`src/verilog/dma_cfg_pkg.sv`:
```
////////////////////////////////////////////////////////////////////////////
// Descriptor DMA constants: bus widths, register map and the
// layout of a descriptor in memory
////////////////////////////////////////////////////////////////////////////

package dma_cfg_pkg;

  localparam int unsigned ADDR_W = 32;  // Byte address, word aligned
  localparam int unsigned DATA_W = 32;
  localparam int unsigned LEN_W  = 16;  // Descriptor length in words
  localparam int unsigned CNT_W  = 16;  // Completed-descriptor count

  localparam logic [ADDR_W-1:0] WORD_BYTES = 32'd4;

  // Register map
  localparam int unsigned           REG_ADDR_W    = 4;
  localparam logic [REG_ADDR_W-1:0] REG_DESC_ADDR = 4'h0;  // Write starts a chain
  localparam logic [REG_ADDR_W-1:0] REG_STATUS    = 4'h4;  // Bit 0 busy, 31:16 count
  localparam logic [REG_ADDR_W-1:0] REG_IRQ_CLR   = 4'h8;

  // Control, source and destination in consecutive words.
  // The next descriptor of a chain follows directly
  localparam int unsigned DESC_WORDS = 3;

endpackage

```
`src/verilog/dma_bus_pkg.sv`:
```
////////////////////////////////////////////////////////////////////////////
// Register-bus and memory-bus structs, descriptor control word
// union and the descriptor passed from fetch to copy
////////////////////////////////////////////////////////////////////////////

package dma_bus_pkg;

  import dma_cfg_pkg::*;

  // Single-cycle register strobe, always accepted
  typedef struct packed {
    logic                  valid;
    logic                  write;
    logic [REG_ADDR_W-1:0] addr;
    logic [DATA_W-1:0]     wdata;
  } reg_req_t;

  typedef struct packed {
    logic [DATA_W-1:0] rdata;  // Valid the cycle after a read strobe
  } reg_rsp_t;

  typedef struct packed {
    logic [ADDR_W-1:0] addr;
    logic              we;
    logic [DATA_W-1:0] wdata;
  } mem_req_t;

  typedef struct packed {
    logic [DATA_W-1:0] rdata;
  } mem_rsp_t;

  typedef struct packed {
    logic                    last;  // End of chain
    logic                    irq;
    logic [DATA_W-LEN_W-3:0] rsvd;
    logic [LEN_W-1:0]        len;   // Words
  } dma_ctrl_t;

  // Raw word as read from memory, or its decoded fields
  typedef union packed {
    logic [DATA_W-1:0] raw;
    dma_ctrl_t         ctrl;
  } dma_ctrl_u;

  typedef struct packed {
    dma_ctrl_u         ctrl;
    logic [ADDR_W-1:0] src;
    logic [ADDR_W-1:0] dst;
  } dma_desc_t;

endpackage

```
`src/verilog/dma_reg_block.sv`:
```
////////////////////////////////////////////////////////////////////////////
// Software registers: doorbell with start pulse, status with done
// counter, interrupt level and its clear
////////////////////////////////////////////////////////////////////////////

`timescale 1ns/1ps

module dma_reg_block (
  input  logic                           clk_i,
  input  logic                           rst_n_i,
  input  dma_bus_pkg::reg_req_t          reg_req_i,
  output dma_bus_pkg::reg_rsp_t          reg_rsp_o,
  input  logic                           busy_i,
  input  logic                           done_i,
  input  logic                           done_irq_i,
  output logic                           start_o,
  output logic [dma_cfg_pkg::ADDR_W-1:0] start_addr_o,
  output logic                           irq_o
);

  import dma_cfg_pkg::*;

  logic              wr_desc;
  logic              wr_irq_clr;
  logic              rd_stb;
  logic              start_ok;
  logic [CNT_W-1:0]  done_cnt_q;
  logic [DATA_W-1:0] rdata;

  assign wr_desc    = reg_req_i.valid & reg_req_i.write & (reg_req_i.addr == REG_DESC_ADDR);
  assign wr_irq_clr = reg_req_i.valid & reg_req_i.write & (reg_req_i.addr == REG_IRQ_CLR);
  assign rd_stb     = reg_req_i.valid & ~reg_req_i.write;
  // Busy only rises the cycle after the pulse, so block back-to-back writes too
  assign start_ok   = wr_desc & ~busy_i & ~start_o;

  always_comb begin
    case (reg_req_i.addr)
      REG_DESC_ADDR: rdata = start_addr_o;
      REG_STATUS:    rdata = {done_cnt_q, {(DATA_W-CNT_W-1){1'b0}}, busy_i};
      default:       rdata = '0;
    endcase
  end

  always_ff @(posedge clk_i or negedge rst_n_i) begin
    if (!rst_n_i) begin
      start_o    <= 1'b0;
      done_cnt_q <= '0;
      irq_o      <= 1'b0;
    end else begin
      start_o <= start_ok;
      if (done_i) done_cnt_q <= done_cnt_q + 1'b1;
      if (done_i & done_irq_i) begin
        irq_o <= 1'b1;
      end else if (wr_irq_clr) begin
        irq_o <= 1'b0;
      end
    end
  end

  always_ff @(posedge clk_i) begin
    if (start_ok) start_addr_o <= reg_req_i.wdata;
    if (rd_stb) reg_rsp_o.rdata <= rdata;
  end

  // A dropped doorbell never reaches the fetch FSM
  assert property (@(posedge clk_i) disable iff (!rst_n_i) start_o |-> !busy_i)
    else $error("start pulse while the engine is busy");

endmodule

```
`src/verilog/dma_desc_fsm.sv`:
```
////////////////////////////////////////////////////////////////////////////
// Descriptor fetch FSM: reads three-word descriptors from a running
// pointer, offers them to the copy engine and prefetches the next one
////////////////////////////////////////////////////////////////////////////

`timescale 1ns/1ps

module dma_desc_fsm (
  input  logic                           clk_i,
  input  logic                           rst_n_i,
  input  logic                           start_i,
  input  logic [dma_cfg_pkg::ADDR_W-1:0] start_addr_i,
  output logic                           busy_o,
  output dma_bus_pkg::dma_desc_t         desc_o,
  output logic                           desc_valid_o,
  input  logic                           desc_ready_i,
  input  logic                           done_i,
  output dma_bus_pkg::mem_req_t          mem_req_o,
  output logic                           mem_req_valid_o,
  input  logic                           mem_req_ready_i,
  input  dma_bus_pkg::mem_rsp_t          mem_rsp_i,
  input  logic                           mem_rsp_valid_i
);

  import dma_cfg_pkg::*;

  localparam int unsigned IdxW = $clog2(DESC_WORDS + 1);

  typedef enum logic [2:0] {idle, issue, collect, offer, wait_slot} state_e;

  state_e            state_q;
  state_e            state_d;
  logic [ADDR_W-1:0] ptr_q;
  logic [IdxW-1:0]   iss_cnt_q;
  logic [IdxW-1:0]   rsp_cnt_q;
  logic              req_hs;

  assign req_hs          = mem_req_valid_o & mem_req_ready_i;
  assign mem_req_valid_o = (state_q == issue);
  assign mem_req_o.addr  = ptr_q;
  assign mem_req_o.we    = 1'b0;
  assign mem_req_o.wdata = '0;
  assign desc_valid_o    = (state_q == offer);
  assign busy_o          = (state_q != idle);

  always_comb begin
    state_d = state_q;
    case (state_q)
      idle: begin
        if (start_i) state_d = issue;
      end
      issue: begin
        if (req_hs && iss_cnt_q == IdxW'(DESC_WORDS - 1)) state_d = collect;
      end
      collect: begin
        if (rsp_cnt_q == IdxW'(DESC_WORDS)) state_d = offer;
      end
      offer: begin
        // Prefetch the next one while this one is copied
        if (desc_ready_i) state_d = desc_o.ctrl.ctrl.last ? wait_slot : issue;
      end
      wait_slot: begin
        if (done_i) state_d = idle;  // Completion of the last descriptor
      end
      default: state_d = idle;
    endcase
  end

  always_ff @(posedge clk_i or negedge rst_n_i) begin
    if (!rst_n_i) begin
      state_q   <= idle;
      iss_cnt_q <= '0;
      rsp_cnt_q <= '0;
    end else begin
      state_q <= state_d;
      if (state_q == idle || state_q == offer) begin
        iss_cnt_q <= '0;
        rsp_cnt_q <= '0;
      end else begin
        if (req_hs) iss_cnt_q <= iss_cnt_q + 1'b1;
        if (mem_rsp_valid_i) rsp_cnt_q <= rsp_cnt_q + 1'b1;
      end
    end
  end

  always_ff @(posedge clk_i) begin
    if (state_q == idle && start_i) begin
      ptr_q <= start_addr_i;
    end else if (req_hs) begin
      ptr_q <= ptr_q + WORD_BYTES;
    end
    if (mem_rsp_valid_i) begin
      case (rsp_cnt_q)
        IdxW'(0): desc_o.ctrl.raw <= mem_rsp_i.rdata;
        IdxW'(1): desc_o.src      <= mem_rsp_i.rdata;
        default:  desc_o.dst      <= mem_rsp_i.rdata;
      endcase
    end
  end

  // Arbiter must route only responses to reads issued here
  assert property (@(posedge clk_i) disable iff (!rst_n_i) rsp_cnt_q <= iss_cnt_q)
    else $error("descriptor response without an issued read");

endmodule

```
`src/verilog/dma_xfer_counter.sv`:
```
////////////////////////////////////////////////////////////////////////////
// Remaining-word counter with source and destination address stepping
////////////////////////////////////////////////////////////////////////////

`timescale 1ns/1ps

module dma_xfer_counter (
  input  logic                           clk_i,
  input  logic                           rst_n_i,
  input  logic                           load_i,
  input  logic                           step_i,
  input  logic [dma_cfg_pkg::LEN_W-1:0]  len_i,
  input  logic [dma_cfg_pkg::ADDR_W-1:0] src_i,
  input  logic [dma_cfg_pkg::ADDR_W-1:0] dst_i,
  output logic [dma_cfg_pkg::ADDR_W-1:0] src_addr_o,
  output logic [dma_cfg_pkg::ADDR_W-1:0] dst_addr_o,
  output logic                           last_o,
  output logic                           empty_o
);

  import dma_cfg_pkg::*;

  logic [LEN_W-1:0] cnt_q;

  assign empty_o = (cnt_q == '0);
  assign last_o  = (cnt_q == LEN_W'(1));  // One word left

  always_ff @(posedge clk_i or negedge rst_n_i) begin
    if (!rst_n_i) begin
      cnt_q <= '0;
    end else if (load_i) begin
      cnt_q <= len_i;
    end else if (step_i) begin
      cnt_q <= cnt_q - 1'b1;
    end
  end

  always_ff @(posedge clk_i) begin
    if (load_i) begin
      src_addr_o <= src_i;
      dst_addr_o <= dst_i;
    end else if (step_i) begin
      src_addr_o <= src_addr_o + WORD_BYTES;
      dst_addr_o <= dst_addr_o + WORD_BYTES;
    end
  end

  // Copy engine stops before the count wraps
  assert property (@(posedge clk_i) disable iff (!rst_n_i) step_i |-> !empty_o)
    else $error("step with no words left");

endmodule

```
`src/verilog/dma_copy_engine.sv`:
```
////////////////////////////////////////////////////////////////////////////
// Copy engine: per word a source read, the response into the data
// register, then the destination write
////////////////////////////////////////////////////////////////////////////

`timescale 1ns/1ps

module dma_copy_engine (
  input  logic                   clk_i,
  input  logic                   rst_n_i,
  input  dma_bus_pkg::dma_desc_t desc_i,
  input  logic                   desc_valid_i,
  output logic                   desc_ready_o,
  output logic                   done_o,
  output logic                   done_irq_o,
  output dma_bus_pkg::mem_req_t  mem_req_o,
  output logic                   mem_req_valid_o,
  input  logic                   mem_req_ready_i,
  input  dma_bus_pkg::mem_rsp_t  mem_rsp_i,
  input  logic                   mem_rsp_valid_i
);

  import dma_cfg_pkg::*;
  import dma_bus_pkg::*;

  typedef enum logic [1:0] {idle, rd_req, rd_wait, wr_req} state_e;

  state_e            state_q;
  dma_ctrl_u         ctrl_q;  // Control word of the active descriptor
  logic [DATA_W-1:0] data_q;
  logic [ADDR_W-1:0] src_addr;
  logic [ADDR_W-1:0] dst_addr;
  logic              load;
  logic              step;
  logic              last;
  logic              empty;
  logic              req_hs;

  assign desc_ready_o    = (state_q == idle);
  assign load            = desc_valid_i & desc_ready_o;
  assign req_hs          = mem_req_valid_o & mem_req_ready_i;
  assign step            = (state_q == wr_req) & req_hs;
  assign mem_req_valid_o = ((state_q == rd_req) & ~empty) | (state_q == wr_req);
  assign mem_req_o.addr  = (state_q == wr_req) ? dst_addr : src_addr;
  assign mem_req_o.we    = (state_q == wr_req);
  assign mem_req_o.wdata = data_q;
  // Zero length ends right after the accept, otherwise on the last write
  assign done_o          = ((state_q == rd_req) & empty) | (step & last);
  assign done_irq_o      = ctrl_q.ctrl.irq;

  dma_xfer_counter xfer_counter_i (
    .clk_i,
    .rst_n_i,
    .load_i     ( load                   ),
    .step_i     ( step                   ),
    .len_i      ( desc_i.ctrl.ctrl.len   ),
    .src_i      ( desc_i.src             ),
    .dst_i      ( desc_i.dst             ),
    .src_addr_o ( src_addr               ),
    .dst_addr_o ( dst_addr               ),
    .last_o     ( last                   ),
    .empty_o    ( empty                  )
  );

  always_ff @(posedge clk_i or negedge rst_n_i) begin
    if (!rst_n_i) begin
      state_q <= idle;
    end else begin
      case (state_q)
        idle: begin
          if (load) state_q <= rd_req;
        end
        rd_req: begin
          if (empty) begin
            state_q <= idle;
          end else if (req_hs) begin
            state_q <= rd_wait;
          end
        end
        rd_wait: begin
          if (mem_rsp_valid_i) state_q <= wr_req;
        end
        default: begin
          if (step) state_q <= last ? idle : rd_req;
        end
      endcase
    end
  end

  always_ff @(posedge clk_i) begin
    if (load) ctrl_q <= desc_i.ctrl;
    if (state_q == rd_wait && mem_rsp_valid_i) data_q <= mem_rsp_i.rdata;
  end

endmodule

```
`src/verilog/dma_mem_arbiter.sv`:
```
////////////////////////////////////////////////////////////////////////////
// Round-robin merge of two memory masters, owner queue routing the
// in-order read responses back
////////////////////////////////////////////////////////////////////////////

`timescale 1ns/1ps

module dma_mem_arbiter #(
  parameter int unsigned MaxOutstanding = 2
) (
  input  logic                  clk_i,
  input  logic                  rst_n_i,
  input  dma_bus_pkg::mem_req_t m0_req_i,
  input  logic                  m0_valid_i,
  output logic                  m0_ready_o,
  output logic                  m0_rsp_valid_o,
  input  dma_bus_pkg::mem_req_t m1_req_i,
  input  logic                  m1_valid_i,
  output logic                  m1_ready_o,
  output logic                  m1_rsp_valid_o,
  output dma_bus_pkg::mem_req_t mem_req_o,
  output logic                  mem_req_valid_o,
  input  logic                  mem_req_ready_i,
  input  logic                  mem_rsp_valid_i
);

  localparam int unsigned PtrW = (MaxOutstanding > 1) ? $clog2(MaxOutstanding) : 1;
  localparam int unsigned CntW = $clog2(MaxOutstanding + 1);

  logic [1:0]      vld;
  logic            gnt;
  logic            gnt_q;
  logic            lock_q;
  logic            prio_q;
  logic            full;
  logic            push;
  logic            pop;
  logic            owner_q [MaxOutstanding];  // 1 means master 1
  logic [PtrW-1:0] wr_ptr_q;
  logic [PtrW-1:0] rd_ptr_q;
  logic [CntW-1:0] cnt_q;

  // Reads wait while the owner queue is full
  assign full   = (cnt_q == CntW'(MaxOutstanding));
  assign vld[0] = m0_valid_i & (m0_req_i.we | ~full);
  assign vld[1] = m1_valid_i & (m1_req_i.we | ~full);

  always_comb begin
    if (lock_q) begin
      gnt = gnt_q;  // Stalled request keeps its grant
    end else if (&vld) begin
      gnt = prio_q;
    end else begin
      gnt = vld[1];
    end
  end

  assign mem_req_o       = gnt ? m1_req_i : m0_req_i;
  assign mem_req_valid_o = vld[gnt];
  assign m0_ready_o      = mem_req_ready_i & ~gnt & vld[0];
  assign m1_ready_o      = mem_req_ready_i & gnt & vld[1];
  assign push            = mem_req_valid_o & mem_req_ready_i & ~mem_req_o.we;
  assign pop             = mem_rsp_valid_i;
  assign m0_rsp_valid_o  = pop & ~owner_q[rd_ptr_q];
  assign m1_rsp_valid_o  = pop & owner_q[rd_ptr_q];

  always_ff @(posedge clk_i or negedge rst_n_i) begin
    if (!rst_n_i) begin
      gnt_q    <= 1'b0;
      lock_q   <= 1'b0;
      prio_q   <= 1'b0;
      wr_ptr_q <= '0;
      rd_ptr_q <= '0;
      cnt_q    <= '0;
    end else begin
      gnt_q  <= gnt;
      lock_q <= mem_req_valid_o & ~mem_req_ready_i;
      if (mem_req_valid_o & mem_req_ready_i) prio_q <= ~gnt;
      if (push) begin
        wr_ptr_q <= (wr_ptr_q == PtrW'(MaxOutstanding - 1)) ? '0 : wr_ptr_q + 1'b1;
      end
      if (pop) begin
        rd_ptr_q <= (rd_ptr_q == PtrW'(MaxOutstanding - 1)) ? '0 : rd_ptr_q + 1'b1;
      end
      if (push != pop) cnt_q <= push ? cnt_q + 1'b1 : cnt_q - 1'b1;
    end
  end

  always_ff @(posedge clk_i) begin
    if (push) owner_q[wr_ptr_q] <= gnt;
  end

  // Memory answers reads only
  assert property (@(posedge clk_i) disable iff (!rst_n_i) mem_rsp_valid_i |-> cnt_q != '0)
    else $error("memory response with no read outstanding");

endmodule

```
`src/verilog/dma_desc_top.sv`:
```
////////////////////////////////////////////////////////////////////////////
// Descriptor DMA top: register block, fetch FSM, copy engine and the
// arbiter onto the single memory master port
////////////////////////////////////////////////////////////////////////////

`timescale 1ns/1ps

module dma_desc_top #(
  parameter int unsigned MaxOutstanding = 2
) (
  input  logic                  clk_i,
  input  logic                  rst_n_i,
  input  dma_bus_pkg::reg_req_t reg_req_i,
  output dma_bus_pkg::reg_rsp_t reg_rsp_o,
  output logic                  irq_o,
  output dma_bus_pkg::mem_req_t mem_req_o,
  output logic                  mem_req_valid_o,
  input  logic                  mem_req_ready_i,
  input  dma_bus_pkg::mem_rsp_t mem_rsp_i,
  input  logic                  mem_rsp_valid_i
);

  import dma_cfg_pkg::*;
  import dma_bus_pkg::*;

  logic              start;
  logic [ADDR_W-1:0] start_addr;
  logic              busy;
  logic              done;
  logic              done_irq;
  dma_desc_t         desc;
  logic              desc_valid;
  logic              desc_ready;
  mem_req_t          fetch_req;
  logic              fetch_valid;
  logic              fetch_ready;
  logic              fetch_rsp_valid;
  mem_req_t          copy_req;
  logic              copy_valid;
  logic              copy_ready;
  logic              copy_rsp_valid;

  dma_reg_block reg_block_i (
    .clk_i,
    .rst_n_i,
    .reg_req_i,
    .reg_rsp_o,
    .busy_i       ( busy       ),
    .done_i       ( done       ),
    .done_irq_i   ( done_irq   ),
    .start_o      ( start      ),
    .start_addr_o ( start_addr ),
    .irq_o
  );

  dma_desc_fsm desc_fsm_i (
    .clk_i,
    .rst_n_i,
    .start_i         ( start           ),
    .start_addr_i    ( start_addr      ),
    .busy_o          ( busy            ),
    .desc_o          ( desc            ),
    .desc_valid_o    ( desc_valid      ),
    .desc_ready_i    ( desc_ready      ),
    .done_i          ( done            ),
    .mem_req_o       ( fetch_req       ),
    .mem_req_valid_o ( fetch_valid     ),
    .mem_req_ready_i ( fetch_ready     ),
    .mem_rsp_i,
    .mem_rsp_valid_i ( fetch_rsp_valid )
  );

  dma_copy_engine copy_engine_i (
    .clk_i,
    .rst_n_i,
    .desc_i          ( desc           ),
    .desc_valid_i    ( desc_valid     ),
    .desc_ready_o    ( desc_ready     ),
    .done_o          ( done           ),
    .done_irq_o      ( done_irq       ),
    .mem_req_o       ( copy_req       ),
    .mem_req_valid_o ( copy_valid     ),
    .mem_req_ready_i ( copy_ready     ),
    .mem_rsp_i,
    .mem_rsp_valid_i ( copy_rsp_valid )
  );

  // Fetch is master 0, copy is master 1
  dma_mem_arbiter #(
    .MaxOutstanding ( MaxOutstanding )
  ) mem_arbiter_i (
    .clk_i,
    .rst_n_i,
    .m0_req_i       ( fetch_req       ),
    .m0_valid_i     ( fetch_valid     ),
    .m0_ready_o     ( fetch_ready     ),
    .m0_rsp_valid_o ( fetch_rsp_valid ),
    .m1_req_i       ( copy_req        ),
    .m1_valid_i     ( copy_valid      ),
    .m1_ready_o     ( copy_ready      ),
    .m1_rsp_valid_o ( copy_rsp_valid  ),
    .mem_req_o,
    .mem_req_valid_o,
    .mem_req_ready_i,
    .mem_rsp_valid_i
  );

endmodule

```
`config.mk`:
```
export PLATFORM = sky130hd
export DESIGN_NAME = dma_desc_top
export DESIGN_NICKNAME = d
export VERILOG_FILES = /design/src/verilog/dma_cfg_pkg.sv /design/src/verilog/dma_bus_pkg.sv /design/src/verilog/dma_reg_block.sv /design/src/verilog/dma_desc_fsm.sv /design/src/verilog/dma_xfer_counter.sv /design/src/verilog/dma_copy_engine.sv /design/src/verilog/dma_mem_arbiter.sv /design/src/verilog/dma_desc_top.sv
export SDC_FILE = /design/constraint.sdc
export NUM_CORES = 1
export LEC_CHECK = 0
export ABC_CLOCK_PERIOD_IN_PS = 5700
export BUFFER_PORTS_ARGS = -buffer_cell sky130_fd_sc_hd__buf_4
export CAP_MARGIN = 20
export CORE_MARGIN = 10
export CORE_UTILIZATION = 59
export DETAILED_ROUTE_END_ITERATION = 7
export GPL_ROUTABILITY_DRIVEN = 0
export PLACE_DENSITY = 0.77
export SLEW_MARGIN = 20
export SYNTH_ARGS = -nofsm -noshare
export SYNTH_HDL_FRONTEND = slang
export SYNTH_SLANG_ARGS = --single-unit
```
`constraint.sdc`:
```
create_clock -name clk_i -period 5.7 [get_ports clk_i]
set_clock_uncertainty 0.1 [all_clocks]
set_input_delay 1.14 -clock clk_i [delete_from_list [all_inputs] [get_ports clk_i]]
set_output_delay 1.14 -clock clk_i [all_outputs]
set_load 0.01 [all_outputs]
```
==> impl_metrics.py <==
metrics = {
    "power_and_ir_drop": {
        "ir_drop_mv": 0.307,
        "p_leak_uw": 0.00647,
        "power_per_cell_area_nw_per_um2": 451,
    },
    "yosys": {
        "synth_fa_ha_area_share_pct": 1.24,
        "ys_seq_area_share_pct": 63.3,
        "synth-edff-count": 277,
        "yosys.area_share.xor_xnor_pct": 5.85,
        "yosys.area_share.simple_pct": 15.2,
        "synth_compound_area_share_pct": 7.39,
        "muxShareOfSynthArea_pct": 4.88,
        "yosysWarnings": 0,
        "syn_nets": 1297,
        "ys_seq_elements": 327,
        "yosys.area.top_type_share_pct": 55.0,
        "syn_inst": 1208,
        "synth_area_leaders": "edfxtp_1 55%, dfrtp_1 8.3%, mux2_2 4.0%",
        "synth-async-reset-ratio_pct": 15.3,
        "syn-cell-area_um2": 15100,
        "synthFlopType": "edfxtp_1",
        "yosysTopAreaCell": "edfxtp_1",
        "synth_top_family_by_area": "simple AND/OR/NAND/NOR gates",
        "avgSynthCellArea_um2": 12.5,
        "synth_cell_types": 60,
    },
    "timing": {
        "worstMarginPinSlew_ns": 0.968,
        "setup_slack_ns": 0.716,
        "finalSetupTns_ns": 0,
        "finalHoldViolCount": 0,
        "fmax_mhz": 201,
        "rsz0062_at_grt": "no",
        "post-route-period-util_pct": 87.4,
        "finalSetupViolations": 0,
        "finalMaxSlewViolations": 0,
        "slew_headroom_pct": 35.5,
        "final.min_clock_period_ns": 4.98,
    },
    "worst_hold_path": {
        "hold_class": "flop to flop",
        "hold_path_depth": 2,
    },
    "clock_network": {
        "root_buffer": "clkbuf_16",
        "postCtsHoldBufs": 0,
        "post_cts_buffers": 0,
        "clock_latency_ns": 0.51,
        "cts_sinks": 327,
        "clk_pin_slew_ns": 0.06,
        "cts_buffers": 35,
        "cts_resized": 0,
        "cts_buffer_depth": 3,
        "cts_tree": "yes",
        "htreeDepth": 2,
    },
    "floorplanning": {
        "initial_core_util_pct": 60.1,
        "dieHeight_um": 180,
        "fp.coreArea_um2": 25200,
        "rows": 58,
        "fp.dieW_um": 180,
        "dieArea_um2": 32400,
        "pin_count": 173,
    },
    "routing": {
        "vias": 10500,
        "dr.pass1.iters": 5,
        "drc": 0,
        "wl_per_cell_um": 22.2,
        "drtIter0Drc": 997,
        "routed_wl_um": 38400,
        "ant_nets": 0,
        "vias_per_cell": 6.05,
    },
    "finish": {
        "fin_util_pct": 71.3,
        "drive_gt1_share_pct": 22.5,
        "final_nets": 1466,
        "diodes": 0,
        "finalNonFillerCells": 1733,
        "mostFrequentLayoutCells": "277 x edfxtp_1, 187 x buf_4, 140 x nand2_1",
        "areaGrowthSynthToFinish_pct": 18.7,
        "final_common_cell": "edfxtp_1",
    },
    "worst_setup_path": {
        "reg2reg_depth": 8,
        "required_ns": 4.46,
        "critical_path_arrival_ns": 3.74,
        "max_stage_delay_ns": 0.77,
        "cp-end-kind": "primary output",
        "startpoint_type": "flop",
        "cpMaxStageDelayCell": "a21o_2",
        "cp_cell_sequence": "inv_1, ha_1, inv_1, nor4_1, a21o_2, buf_4, mux2_2, buf_4",
        "cp_max_fo": 42,
        "path_delay_family": "compound AO/OA/AOI/OAI gates",
        "crit_type": "flop to primary output",
        "crit_cells": 8,
        "cp_num_buf_inv": 4,
    },
    "job": {
        "drv_cap": 0,
    },
    "placement": {
        "hpwl_um": 26400,
        "pre_cts_ws_ns": 1.26,
        "io_buffers": 172,
        "dp.cells": 1670,
    },
    "global_routing": {
        "grt_pass1_vias": 10400,
        "antenna_found_initial": 2,
        "grtUsageTotal_pct": 22.8,
        "grt_remaining_overflow": 0,
        "grt_max_degree": 61,
        "grt_first_pass_wirelength_um": 59500,
    },
    "outcome": {
        "status": "complete, no violations",
    },
}
==> registers in the layout, summed over array words and instances, names as in the netlist, 2 cells and up <==
signal	flops
copy_engine_i.data_q	32
copy_engine_i.state_q	2
copy_engine_i.xfer_counter_i.cnt_q	16
copy_engine_i.xfer_counter_i.dst_addr_o	32
copy_engine_i.xfer_counter_i.src_addr_o	32
desc_fsm_i.desc_o	82
desc_fsm_i.iss_cnt_q	2
desc_fsm_i.ptr_q	32
desc_fsm_i.rsp_cnt_q	2
desc_fsm_i.state_q	3
mem_arbiter_i.cnt_q	2
mem_arbiter_i.owner_q	2
reg_block_i.done_cnt_q	16
reg_block_i.reg_rsp_o	32
reg_block_i.start_addr_o	32
==> worst paths after layout <==
path                       slack, ns                                     to                     start
setup / recovery                0.72                          mem_req_o[59]  copy_engine_i.state_q[1]
hold reg to reg                 0.35  copy_engine_i.xfer_counter_i.cnt_q[4]     desc_fsm_i.desc_o[68]
max in group asynchronous       4.48  copy_engine_i.xfer_counter_i.cnt_q[9]                   rst_n_i
hold / removal                  0.35  copy_engine_i.xfer_counter_i.cnt_q[4]     desc_fsm_i.desc_o[68]
setup reg to reg                2.30                   desc_fsm_i.ptr_q[27]  copy_engine_i.state_q[1]
min in group asynchronous       0.55              reg_block_i.done_cnt_q[0]                   rst_n_i
==> cell usage after synthesis, types with 2 or more instances <==
library cell / count
nor4_1: 27
clkbuf_1: 39
o31ai_1: 11
o21a_1: 2
mux2_2: 54
xor2_1: 46
or3_1: 14
o211ai_1: 2
nand4b_1: 3
o21ai_0: 95
a2bb2oi_1: 2
dfrtp_1: 50
nor2_1: 41
a31o_2: 2
buf_4: 2
buf_2: 5
nor4b_1: 2
nand2b_1: 3
or4_1: 8
nand3_1: 41
mux2i_1: 13
nor2b_1: 5
a21oi_1: 7
a31oi_1: 19
buf_1: 8
inv_1: 28
edfxtp_1: 277
xnor2_1: 55
and3_1: 28
a22o_1: 19
nand4_1: 26
nor3_1: 20
and2_1: 56
a21o_1: 3
a211oi_1: 3
ha_1: 15
and4_1: 12
a311oi_1: 2
or2_2: 2
nand2_1: 141
==> through the flow <==
stage / area, um2 / total power, uW / hold WS (ns)
floorplan: 15100 / 4780 / 0.300
global route: 18000 / 8460 / 0.373
CTS: 18000 / 8140 / 0.355
global placement: 16700 / 5690 / 0.330
finish: 18000 / 8100 / 0.351
detailed placement: 16700 / 5760 / 0.336
==> power breakdown <==
group          switching (uW)  total [uW]  internal (uW)
Clock                     914        2370           1460
Combinational            1270        2340           1070
Sequential                334        3390           3060
==> cell families (layout without fill, tap and decap cells) <==
kind of cell | Yosys count | count (layout)
flops | 327 | 327
simple gates | 437 | 437
compound gates | 177 | 177
buf+inv | 84 | 279
fa+ha+maj | 15 | 15
mux | 67 | 67
xor+xnor | 101 | 101
==> area by class of cell <==
class,instances,area [um2]
clock buffers,43,988
inverters,29,109
clock inverters,20,220
fillers,1724,7230
repair buffers,187,1400
well taps,330,413
multi-input cells,797,5250
flip-flops and latches,327,9570
==> worst reg2reg max path, cell delays in order (launching register included) <==
cell	delay (ns)
dfrtp_1	0.43
inv_1	0.12
ha_1	0.25
inv_1	0.10
nor4_1	0.61
a21o_2	0.77
buf_4	0.32
o21ai_2	0.09
buf_4	0.30
==> routing by layer <==
metal	up-vias	global-route usage (%)	part of all wire (%)	wire [um]
li1	4838	-	-	-
met1	5072	30.5	41	15800
met2	493	36.5	47	18100
met3	82	4.42	8.5	3260
met4	0	8.23	3.3	1250
met5	-	0	0	0
Power figures use the tool's default switching activity.
